==> src/csr_macros.svh <==
`ifndef CSR_MACROS_SVH
`define CSR_MACROS_SVH

// data word and counter widths
`define XLEN        32
`define CNT_W       64
`define CSR_ADDR_W  12
`define REG_IDX_W   5

// misa: MXL=1 (32-bit), extensions A and I
`define CSR_MISA_VAL    32'h4000_0101

// implementation version 1
`define CSR_MIMPID_VAL  32'h0000_0001

// direct mode only, base aligned to 4 bytes
`define MTVEC_MASK      32'hffff_fffc

`endif

==> src/common.sv <==
`include "csr_macros.svh"

package common;

    typedef logic [`XLEN-1:0]       word_t;
    typedef logic [`CNT_W-1:0]      dword_t;
    typedef logic [`CSR_ADDR_W-1:0] csr_addr_t;
    typedef logic [`REG_IDX_W-1:0]  rd_idx_t;

    // implemented CSR addresses
    // counters sit at the machine counter addresses so they can be written
    typedef enum csr_addr_t {
        CSR_MSTATUS   = 12'h300,
        CSR_MISA      = 12'h301,
        CSR_MEDELEG   = 12'h302,
        CSR_MIDELEG   = 12'h303,
        CSR_MIE       = 12'h304,
        CSR_MTVEC     = 12'h305,
        CSR_MSCRATCH  = 12'h340,
        CSR_MIP       = 12'h344,
        CSR_CYCLE     = 12'hb00,
        CSR_TIME      = 12'hb01,
        CSR_INSTRET   = 12'hb02,
        CSR_CYCLEH    = 12'hb80,
        CSR_TIMEH     = 12'hb81,
        CSR_INSTRETH  = 12'hb82,
        CSR_MVENDORID = 12'hf11,
        CSR_MARCHID   = 12'hf12,
        CSR_MIMPID    = 12'hf13,
        CSR_MHARTID   = 12'hf14
    } csr_t;

    // encoding follows funct3; 3'b100 has no operation
    typedef enum logic [2:0] {
        CSR_OP_NONE = 3'b000,
        CSR_OP_RW   = 3'b001,
        CSR_OP_RS   = 3'b010,
        CSR_OP_RC   = 3'b011,
        CSR_OP_RWI  = 3'b101,
        CSR_OP_RSI  = 3'b110,
        CSR_OP_RCI  = 3'b111
    } csr_op_t;

    // mstatus, msb first
    typedef struct packed {
        logic       sd;
        logic [7:0] reserved_23;
        logic       tsr;
        logic       tw;
        logic       tvm;
        logic       mxr;
        logic       sum;
        logic       mprv;
        logic [1:0] xs;
        logic [1:0] fs;
        logic [1:0] mpp;
        logic [1:0] reserved_9;
        logic       spp;
        logic       mpie;
        logic       reserved_6;
        logic       spie;
        logic       upie;
        logic       mie;
        logic       reserved_2;
        logic       sie;
        logic       uie;
    } status_t;

endpackage

==> src/csr_port_if.sv <==
`timescale 1ns/1ns

interface csr_port_if
    import common::*;
();

    // read port, data one cycle after enable
    csr_t  read_addr;
    logic  read_enable;
    word_t read_data;

    // write port, takes effect at the edge
    csr_t  write_addr;
    word_t write_data;
    logic  write_enable;

    modport wb (
        output read_addr, read_enable, write_addr, write_data, write_enable,
        input  read_data
    );

    modport csr (
        input  read_addr, read_enable, write_addr, write_data, write_enable,
        output read_data
    );

endinterface

==> src/csr_req_if.sv <==
`timescale 1ns/1ns

interface csr_req_if
    import common::*;
();

    logic    valid;
    csr_t    addr;
    csr_op_t op;
    // rs1 value or zero-extended zimm
    word_t   operand;
    logic    write_en;
    logic    illegal;
    rd_idx_t rd;

    modport dec (
        output valid, addr, op, operand, write_en, illegal, rd
    );

    // read side of the register file
    modport csr (
        input valid, addr
    );

    modport wb (
        input valid, addr, op, operand, write_en, illegal, rd
    );

endinterface

==> src/cpu_csr.sv <==
`timescale 1ns/1ns
`include "csr_macros.svh"

module cpu_csr
    import common::*;
(
    input  logic    clk_i,
    input  logic    reset_i,
    // an instruction retired this cycle
    input  logic    retired_i,
    csr_port_if.csr port
);

    // mstatus is fixed with mpie and spp set
    localparam status_t MSTATUS_RESET = '{
        mpie:    1'b1,
        spp:     1'b1,
        default: '0
    };

    word_t   mtvec_r;
    word_t   mie_r;
    word_t   mscratch_r;

    dword_t  cycle_r;
    dword_t  time_r;
    dword_t  instret_r;
    dword_t  cycle_w;
    dword_t  time_w;
    dword_t  instret_w;

    // counters advance unless a write replaces that half
    always_comb begin
        cycle_w   = cycle_r + 1'b1;
        time_w    = time_r + 1'b1;
        instret_w = instret_r + dword_t'(retired_i);

        if (port.write_enable) begin
            case (port.write_addr)
                CSR_CYCLE:    cycle_w[`XLEN-1:0]          = port.write_data;
                CSR_TIME:     time_w[`XLEN-1:0]           = port.write_data;
                CSR_INSTRET:  instret_w[`XLEN-1:0]        = port.write_data;
                CSR_CYCLEH:   cycle_w[`CNT_W-1:`XLEN]     = port.write_data;
                CSR_TIMEH:    time_w[`CNT_W-1:`XLEN]      = port.write_data;
                CSR_INSTRETH: instret_w[`CNT_W-1:`XLEN]   = port.write_data;
                default: ;
            endcase
        end
    end

    always_ff @(posedge clk_i) begin
        if (reset_i) begin
            cycle_r   <= '0;
            time_r    <= '0;
            instret_r <= '0;
        end else begin
            cycle_r   <= cycle_w;
            time_r    <= time_w;
            instret_r <= instret_w;
        end
    end

    // plain machine registers
    always_ff @(posedge clk_i) begin
        if (reset_i) begin
            mtvec_r    <= '0;
            mie_r      <= '0;
            mscratch_r <= '0;
        end else if (port.write_enable) begin
            case (port.write_addr)
                CSR_MTVEC:    mtvec_r    <= port.write_data & `MTVEC_MASK;
                CSR_MIE:      mie_r      <= port.write_data;
                CSR_MSCRATCH: mscratch_r <= port.write_data;
                default: ;
            endcase
        end
    end

    // registered read port
    always_ff @(posedge clk_i) begin
        if (reset_i || !port.read_enable) begin
            port.read_data <= '0;
        end else begin
            case (port.read_addr)
                CSR_MISA:      port.read_data <= `CSR_MISA_VAL;
                // non-commercial with no architecture id
                CSR_MVENDORID: port.read_data <= '0;
                CSR_MARCHID:   port.read_data <= '0;
                CSR_MIMPID:    port.read_data <= `CSR_MIMPID_VAL;
                // single hart
                CSR_MHARTID:   port.read_data <= '0;
                CSR_MSTATUS:   port.read_data <= MSTATUS_RESET;
                CSR_MTVEC:     port.read_data <= mtvec_r;
                // no delegation in machine-only core
                CSR_MEDELEG:   port.read_data <= '0;
                CSR_MIDELEG:   port.read_data <= '0;
                CSR_MIP:       port.read_data <= '0;
                CSR_MIE:       port.read_data <= mie_r;
                CSR_MSCRATCH:  port.read_data <= mscratch_r;
                CSR_CYCLE:     port.read_data <= cycle_r[`XLEN-1:0];
                CSR_TIME:      port.read_data <= time_r[`XLEN-1:0];
                CSR_INSTRET:   port.read_data <= instret_r[`XLEN-1:0];
                CSR_CYCLEH:    port.read_data <= cycle_r[`CNT_W-1:`XLEN];
                CSR_TIMEH:     port.read_data <= time_r[`CNT_W-1:`XLEN];
                CSR_INSTRETH:  port.read_data <= instret_r[`CNT_W-1:`XLEN];
                default:       port.read_data <= '0;
            endcase
        end
    end

endmodule

==> src/csr_decode.sv <==
`timescale 1ns/1ns

module csr_decode
    import common::*;
(
    input  logic       clk_i,
    input  logic       reset_i,
    input  logic       valid_i,
    input  logic [2:0] funct3_i,
    input  csr_t       addr_i,
    input  word_t      rs1_data_i,
    input  rd_idx_t    rs1_idx_i,
    input  rd_idx_t    rd_i,
    csr_req_if.dec     req
);

    csr_op_t   op_w;
    word_t     operand_w;
    csr_addr_t addr_bits;
    logic      known_w;
    logic      writes_w;
    logic      read_only_w;
    logic      illegal_w;

    always_comb begin
        case (funct3_i)
            3'b001:  op_w = CSR_OP_RW;
            3'b010:  op_w = CSR_OP_RS;
            3'b011:  op_w = CSR_OP_RC;
            3'b101:  op_w = CSR_OP_RWI;
            3'b110:  op_w = CSR_OP_RSI;
            3'b111:  op_w = CSR_OP_RCI;
            default: op_w = CSR_OP_NONE;
        endcase

        // immediate forms take zimm from the rs1 field
        operand_w = funct3_i[2] ? word_t'(rs1_idx_i) : rs1_data_i;

        // set and clear with x0 or zimm 0 only read
        case (op_w)
            CSR_OP_RW, CSR_OP_RWI: writes_w = 1'b1;
            CSR_OP_NONE:           writes_w = 1'b0;
            default:               writes_w = (rs1_idx_i != '0);
        endcase

        addr_bits = addr_i;
        known_w = addr_i inside {
            CSR_MSTATUS, CSR_MISA, CSR_MEDELEG, CSR_MIDELEG, CSR_MIE, CSR_MTVEC,
            CSR_MSCRATCH, CSR_MIP, CSR_CYCLE, CSR_TIME, CSR_INSTRET, CSR_CYCLEH,
            CSR_TIMEH, CSR_INSTRETH, CSR_MVENDORID, CSR_MARCHID, CSR_MIMPID,
            CSR_MHARTID
        };
        read_only_w = (addr_bits[11:10] == 2'b11);

        illegal_w = (op_w == CSR_OP_NONE) || !known_w || (writes_w && read_only_w);
    end

    // control state
    always_ff @(posedge clk_i) begin
        if (reset_i) begin
            req.valid    <= 1'b0;
            req.write_en <= 1'b0;
            req.illegal  <= 1'b0;
        end else begin
            req.valid    <= valid_i;
            req.write_en <= valid_i && writes_w && !illegal_w;
            req.illegal  <= valid_i && illegal_w;
        end
    end

    // request payload
    always_ff @(posedge clk_i) begin
        if (valid_i) begin
            req.addr    <= addr_i;
            req.op      <= op_w;
            req.operand <= operand_w;
            req.rd      <= rd_i;
        end
    end

endmodule

==> src/csr_top.sv <==
`timescale 1ns/1ns

module csr_top
    import common::*;
(
    input  logic       clk_i,
    input  logic       reset_i,
    input  logic       retired_i,
    input  logic       req_valid_i,
    input  logic [2:0] req_funct3_i,
    input  csr_addr_t  req_addr_i,
    input  word_t      req_rs1_data_i,
    input  rd_idx_t    req_rs1_idx_i,
    input  rd_idx_t    req_rd_i,
    output logic       res_valid_o,
    output rd_idx_t    res_rd_o,
    output word_t      res_data_o,
    output logic       illegal_o
);

    csr_req_if  req_if ();
    csr_port_if port_if ();

    // unknown addresses pass through and are flagged by the decoder
    csr_decode csr_decode_inst (
        .clk_i      (clk_i),
        .reset_i    (reset_i),
        .valid_i    (req_valid_i),
        .funct3_i   (req_funct3_i),
        .addr_i     (csr_t'(req_addr_i)),
        .rs1_data_i (req_rs1_data_i),
        .rs1_idx_i  (req_rs1_idx_i),
        .rd_i       (req_rd_i),
        .req        (req_if.dec)
    );

    cpu_csr cpu_csr_inst (
        .clk_i      (clk_i),
        .reset_i    (reset_i),
        .retired_i  (retired_i),
        .port       (port_if.csr)
    );

    csr_writeback csr_writeback_inst (
        .clk_i       (clk_i),
        .reset_i     (reset_i),
        .req         (req_if.wb),
        .port        (port_if.wb),
        .res_valid_o (res_valid_o),
        .res_rd_o    (res_rd_o),
        .res_data_o  (res_data_o),
        .illegal_o   (illegal_o)
    );

endmodule

==> src/csr_writeback.sv <==
`timescale 1ns/1ns

module csr_writeback
    import common::*;
(
    input  logic    clk_i,
    input  logic    reset_i,
    csr_req_if.wb   req,
    csr_port_if.wb  port,
    output logic    res_valid_o,
    output rd_idx_t res_rd_o,
    output word_t   res_data_o,
    output logic    illegal_o
);

    logic    valid_q;
    logic    write_en_q;
    logic    illegal_q;
    csr_t    addr_q;
    csr_op_t op_q;
    word_t   operand_q;
    rd_idx_t rd_q;
    word_t   new_value;

    // read request goes straight to the register file
    assign port.read_addr   = req.addr;
    assign port.read_enable = req.valid;

    // request held one stage behind, in step with read_data
    always_ff @(posedge clk_i) begin
        if (reset_i) begin
            valid_q    <= 1'b0;
            write_en_q <= 1'b0;
            illegal_q  <= 1'b0;
        end else begin
            valid_q    <= req.valid;
            write_en_q <= req.write_en;
            illegal_q  <= req.illegal;
        end
    end

    always_ff @(posedge clk_i) begin
        if (req.valid) begin
            addr_q    <= req.addr;
            op_q      <= req.op;
            operand_q <= req.operand;
            rd_q      <= req.rd;
        end
    end

    // read-modify-write
    always_comb begin
        case (op_q)
            CSR_OP_RW, CSR_OP_RWI: new_value = operand_q;
            CSR_OP_RS, CSR_OP_RSI: new_value = port.read_data | operand_q;
            CSR_OP_RC, CSR_OP_RCI: new_value = port.read_data & ~operand_q;
            default:               new_value = port.read_data;
        endcase
    end

    assign port.write_addr   = addr_q;
    assign port.write_data   = new_value;
    assign port.write_enable = write_en_q;

    always_ff @(posedge clk_i) begin
        if (reset_i) begin
            res_valid_o <= 1'b0;
            illegal_o   <= 1'b0;
        end else begin
            res_valid_o <= valid_q && !illegal_q;
            illegal_o   <= valid_q && illegal_q;
        end
    end

    // old value is the rd result
    always_ff @(posedge clk_i) begin
        if (valid_q) begin
            res_rd_o   <= rd_q;
            res_data_o <= port.read_data;
        end
    end

endmodule

==> config.mk <==
export PLATFORM = sky130hd
export DESIGN_NAME = csr_top
export DESIGN_NICKNAME = d
export VERILOG_FILES = /design/src/common.sv /design/src/csr_port_if.sv /design/src/csr_req_if.sv /design/src/cpu_csr.sv /design/src/csr_decode.sv /design/src/csr_top.sv /design/src/csr_writeback.sv
export VERILOG_INCLUDE_DIRS = /design/src
export SDC_FILE = /design/constraint.sdc
export NUM_CORES = 1
export LEC_CHECK = 0
export CAP_MARGIN = 20
export CORE_ASPECT_RATIO = 0.6
export CORE_UTILIZATION = 60
export DETAILED_ROUTE_END_ITERATION = 10
export DONT_BUFFER_PORTS = 1
export MAX_ROUTING_LAYER = met4
export PLACE_DENSITY = 0.76
export SYNTH_ARGS = -nofsm -noshare
export SYNTH_HDL_FRONTEND = slang
export SYNTH_SLANG_ARGS = --single-unit
==> constraint.sdc <==
create_clock -name clk_i -period 2.8 [get_ports clk_i]
set_input_delay 0.28 -clock clk_i [delete_from_list [all_inputs] [get_ports clk_i]]
set_output_delay 0.28 -clock clk_i [all_outputs]
set_load 0.01 [all_outputs]
==> impl_metrics.toml <==
[timing]
fmax_ghz = 0.363
skew_ns = 0.0281
max_slew_margin_pct = 31.4
post-route-period-util_pct = 98.5
fin_ws_ns = 0.0414
slew_violations = 0
tns_ns = 0
hold_slack_ns = 0.0779
finalHoldViolCount = 0
final-setup-viol-count = 0
fin_crit_ns = 2.76
worstMarginPinSlew_ns = 1.03

[logic_synthesis]
ys_ff_latch = 465
syn-instance-count = 2433
ys_seq_area_share_pct = 46.6
synth_top_area_share_pct = 28.4
yosysTopAreaCell = "dfxtp_1"
yosysUniqueCellTypes = 78
async_reset_ff_share_pct = 0
synth_ff_type = "dfxtp_1"
synth_area_um2 = 22900
syn_nets = 2498
syn_area_per_cell_um2 = 9.43
synth_enable_flop_cells = 139
synth_warnings = 0
synth.area.top_cells = "dfxtp_1 (28%), edfxtp_1 (18%), a211oi_1 (4.5%)"

[power_and_ir_drop]
totalPowerFinal_mw = 14.4
power.ir.vdd_worst_v = 0.000512
power.leakage_nw = 9.15
power_density_nw_per_um2 = 539

[job]
drv_cap = 0

[placed_design]
gp_congestion = 1.06
place_area_um2 = 24200
preCtsSetupSlack_ns = 0.230
numPortBuffers = 0
hpwl_um = 60500

[routing]
first_pass_iters = 7
drtIter0Drc = 3621
vias = 21500
drcViolationCount = 0
dr_wl_met2_um = 35700
routed_wirelength_um = 87000
met3_length_um = 12800
wire_per_inst_um = 28.2
wirelength_met1_um = 35400
vias_per_cell = 6.98
highest_layer = "met4"
drtAntennaViolNets = 0

[floorplanning]
rows = 55
coreArea_um2 = 37600
die-width_um = 254
io_pins = 100
die-area_um2 = 39000
start_util_pct = 60.9
die_height_um = 153

[worst_setup_path]
cp.arrival_ns = 3.28
crit_required_ns = 3.32
critPathCaptureType = "flip-flop"
cp_max_fo = 9
path_class = "reg2reg"
startpoint_type = "flip-flop"
reg2regPathDepth = 7

[global_route]
grt_overflow = 0
grtUsageTotal_pct = 45.6
grt_pass1_wl_um = 128000
antenna_found_initial = 2
grt_max_degree = 146
grt_pass1_vias = 20000

[finish]
register_area_um2 = 10700
multi_input_area_um2 = 11500
n_fill_cell = 2785
drive_gt1_share_pct = 13.0
area_growth_pct = 16.1
postLayoutCellArea_um2 = 26600
nNetsFinal = 2605

[clock_network]
clockBufferDepth = 3
cts.root.buffer_cell = "clkbuf_16"
insertion_delay_ns = 0.58
cts_made_buffers = 43
ctsHtreeMaxLevel = 2
path_clk_slew_ns = 0.07
cts_tree = "built"
numClockSinks = 465

[outcome]
status = "complete, no violations"

[worst_hold_path]
hold_depth = 2
hp-class = "in2reg"
==> area by class of cell <==
class,instances,area share (%)
Tap cell,513,2.41
Clock buffer,66,4.80
Clock inverter,14,0.677
Antenna cell,1,0.00940
Multi-Input combinational cell,1762,43.1
Sequential cell,465,40.2
Inverter,27,0.381
Timing Repair Buffer,241,8.39
==> where the power goes <==
group          switching (mW)  internal, mW
logic                   0.636         0.313
registers               0.115          7.09
clock network            2.73          3.47
==> path summary, 6_finish.rpt <==
check / startpoint / to / slack [ns]
setup / recovery: cpu_csr_inst.instret_r[7]$_SDFF_PP0_ / cpu_csr_inst.instret_r[35]$_SDFF_PP0_ / 0.04
hold / removal: req_funct3_i[1] / csr_decode_inst.req.write_en$_SDFF_PP0_ / 0.08
setup reg to reg: cpu_csr_inst.instret_r[7]$_SDFF_PP0_ / cpu_csr_inst.instret_r[35]$_SDFF_PP0_ / 0.04
hold reg to reg: csr_decode_inst.req.operand[16]$_SDFFCE_PP0P_ / csr_writeback_inst.operand_q[16]$_DFFE_PP_ / 0.42
==> sequential cells by signal, indices dropped and copies added, names as in the netlist, 2 cells and up <==
name and cells:
cpu_csr_inst.port.read_data 32, csr_writeback_inst.rd_q 5, cpu_csr_inst.time_r 64, csr_writeback_inst.res_rd_o 5
csr_decode_inst.req.rd 5, cpu_csr_inst.mtvec_r 30, csr_writeback_inst.res_data_o 32, cpu_csr_inst.mie_r 32
csr_decode_inst.req.op 2, csr_writeback_inst.op_q 2, cpu_csr_inst.mscratch_r 32, csr_writeback_inst.operand_q 32
csr_decode_inst.req.operand 32, cpu_csr_inst.instret_r 64, csr_writeback_inst.port.write_addr 12, csr_decode_inst.req.addr 12
cpu_csr_inst.cycle_r 64
==> cells in the final DEF, fill, tap and decap left out, types with 16 or more instances in the layout <==
cell	netlist	layout
nor2_1	221	220
clkbuf_16	0	45
dfxtp_1	326	322
xor2_1	47	47
nand3_1	74	72
edfxtp_1	139	139
o21ai_0	149	149
a22o_1	20	20
o2bb2ai_1	16	16
inv_1	27	26
nor4_1	43	39
o31ai_1	31	31
mux2i_1	88	87
dlygate4sd3_1	0	89
nand4_1	75	75
nor2b_1	64	64
nor3_1	48	48
and3_1	37	36
or4_1	40	38
a21oi_1	86	86
xnor2_1	55	55
a31oi_1	63	63
buf_4	3	136
a22oi_1	49	49
nand2_1	152	151
mux2_2	42	42
a211oi_1	138	138
and4_1	29	28
or3_1	40	40
==> routing by layer <==
metal | GRT usage, % | vias up
met5 | - | -
li1 | - | 9427
met2 | 62.2 | 1578
met1 | 63.9 | 10300
met4 | 14.3 | 0
met3 | 14.0 | 233
==> critical path: stages (launching register included) <==
cell and delay, ns:
dfxtp_1 0.43, and3_1 0.30, and4_2 0.40, buf_4 0.23, nand4_1 0.28, xor2_1 0.24, a211oi_1 0.23, dlygate4sd3_1 0.57
==> through the flow <==
stage | cells | util [%]
6_report | 3089 | 70.7
5_1_grt | 3089 | 70.7
4_1_cts | 3088 | 70.6
3_5_place_dp | 2916 | 64.2
3_3_place_gp | 2915 | 64.1
2_1_floorplan | 2433 | -
==> cell usage after synthesis (all sizes together), types with 16 or more instances <==
cell type and number:
nand4 79, a21oi 96, o21ai 149, a22o 20, o2bb2ai 16, mux2i 88, edfxtp 139, and3 39
xor2 47, dfxtp 326, nand3 74, nor2 223, or4 42, a211oi 139, clkbuf 144, xnor2 55
nand2 153, or3 41, inv 27, nor3 52, and4 31, o31ai 32, mux2 42, a22oi 49
nor4 48, buf 34, nor2b 64, a31oi 71
==> kinds of logic after synthesis <==
family,count (synthesis),synth area share [%]
muxes,130,5.90
xor gates and xnor gates,102,3.89
adders and majority gates,5,0.262
AOI/OAI and AO/OA,631,18.6
buffers and inverters,206,3.69
DFF,465,46.6
and+or+nand+nor,894,21.0
==> timing repair <==
item / 4_1_cts / 5_1_grt
hold buffers: 92 / 0
hold endpoints to repair: 281 / 0
buffers inserted: 0 / 0
setup endpoints to repair: 0 / 17
resized for setup: 0 / 11
No activity file was read; power rests on OpenSTA's default activity.
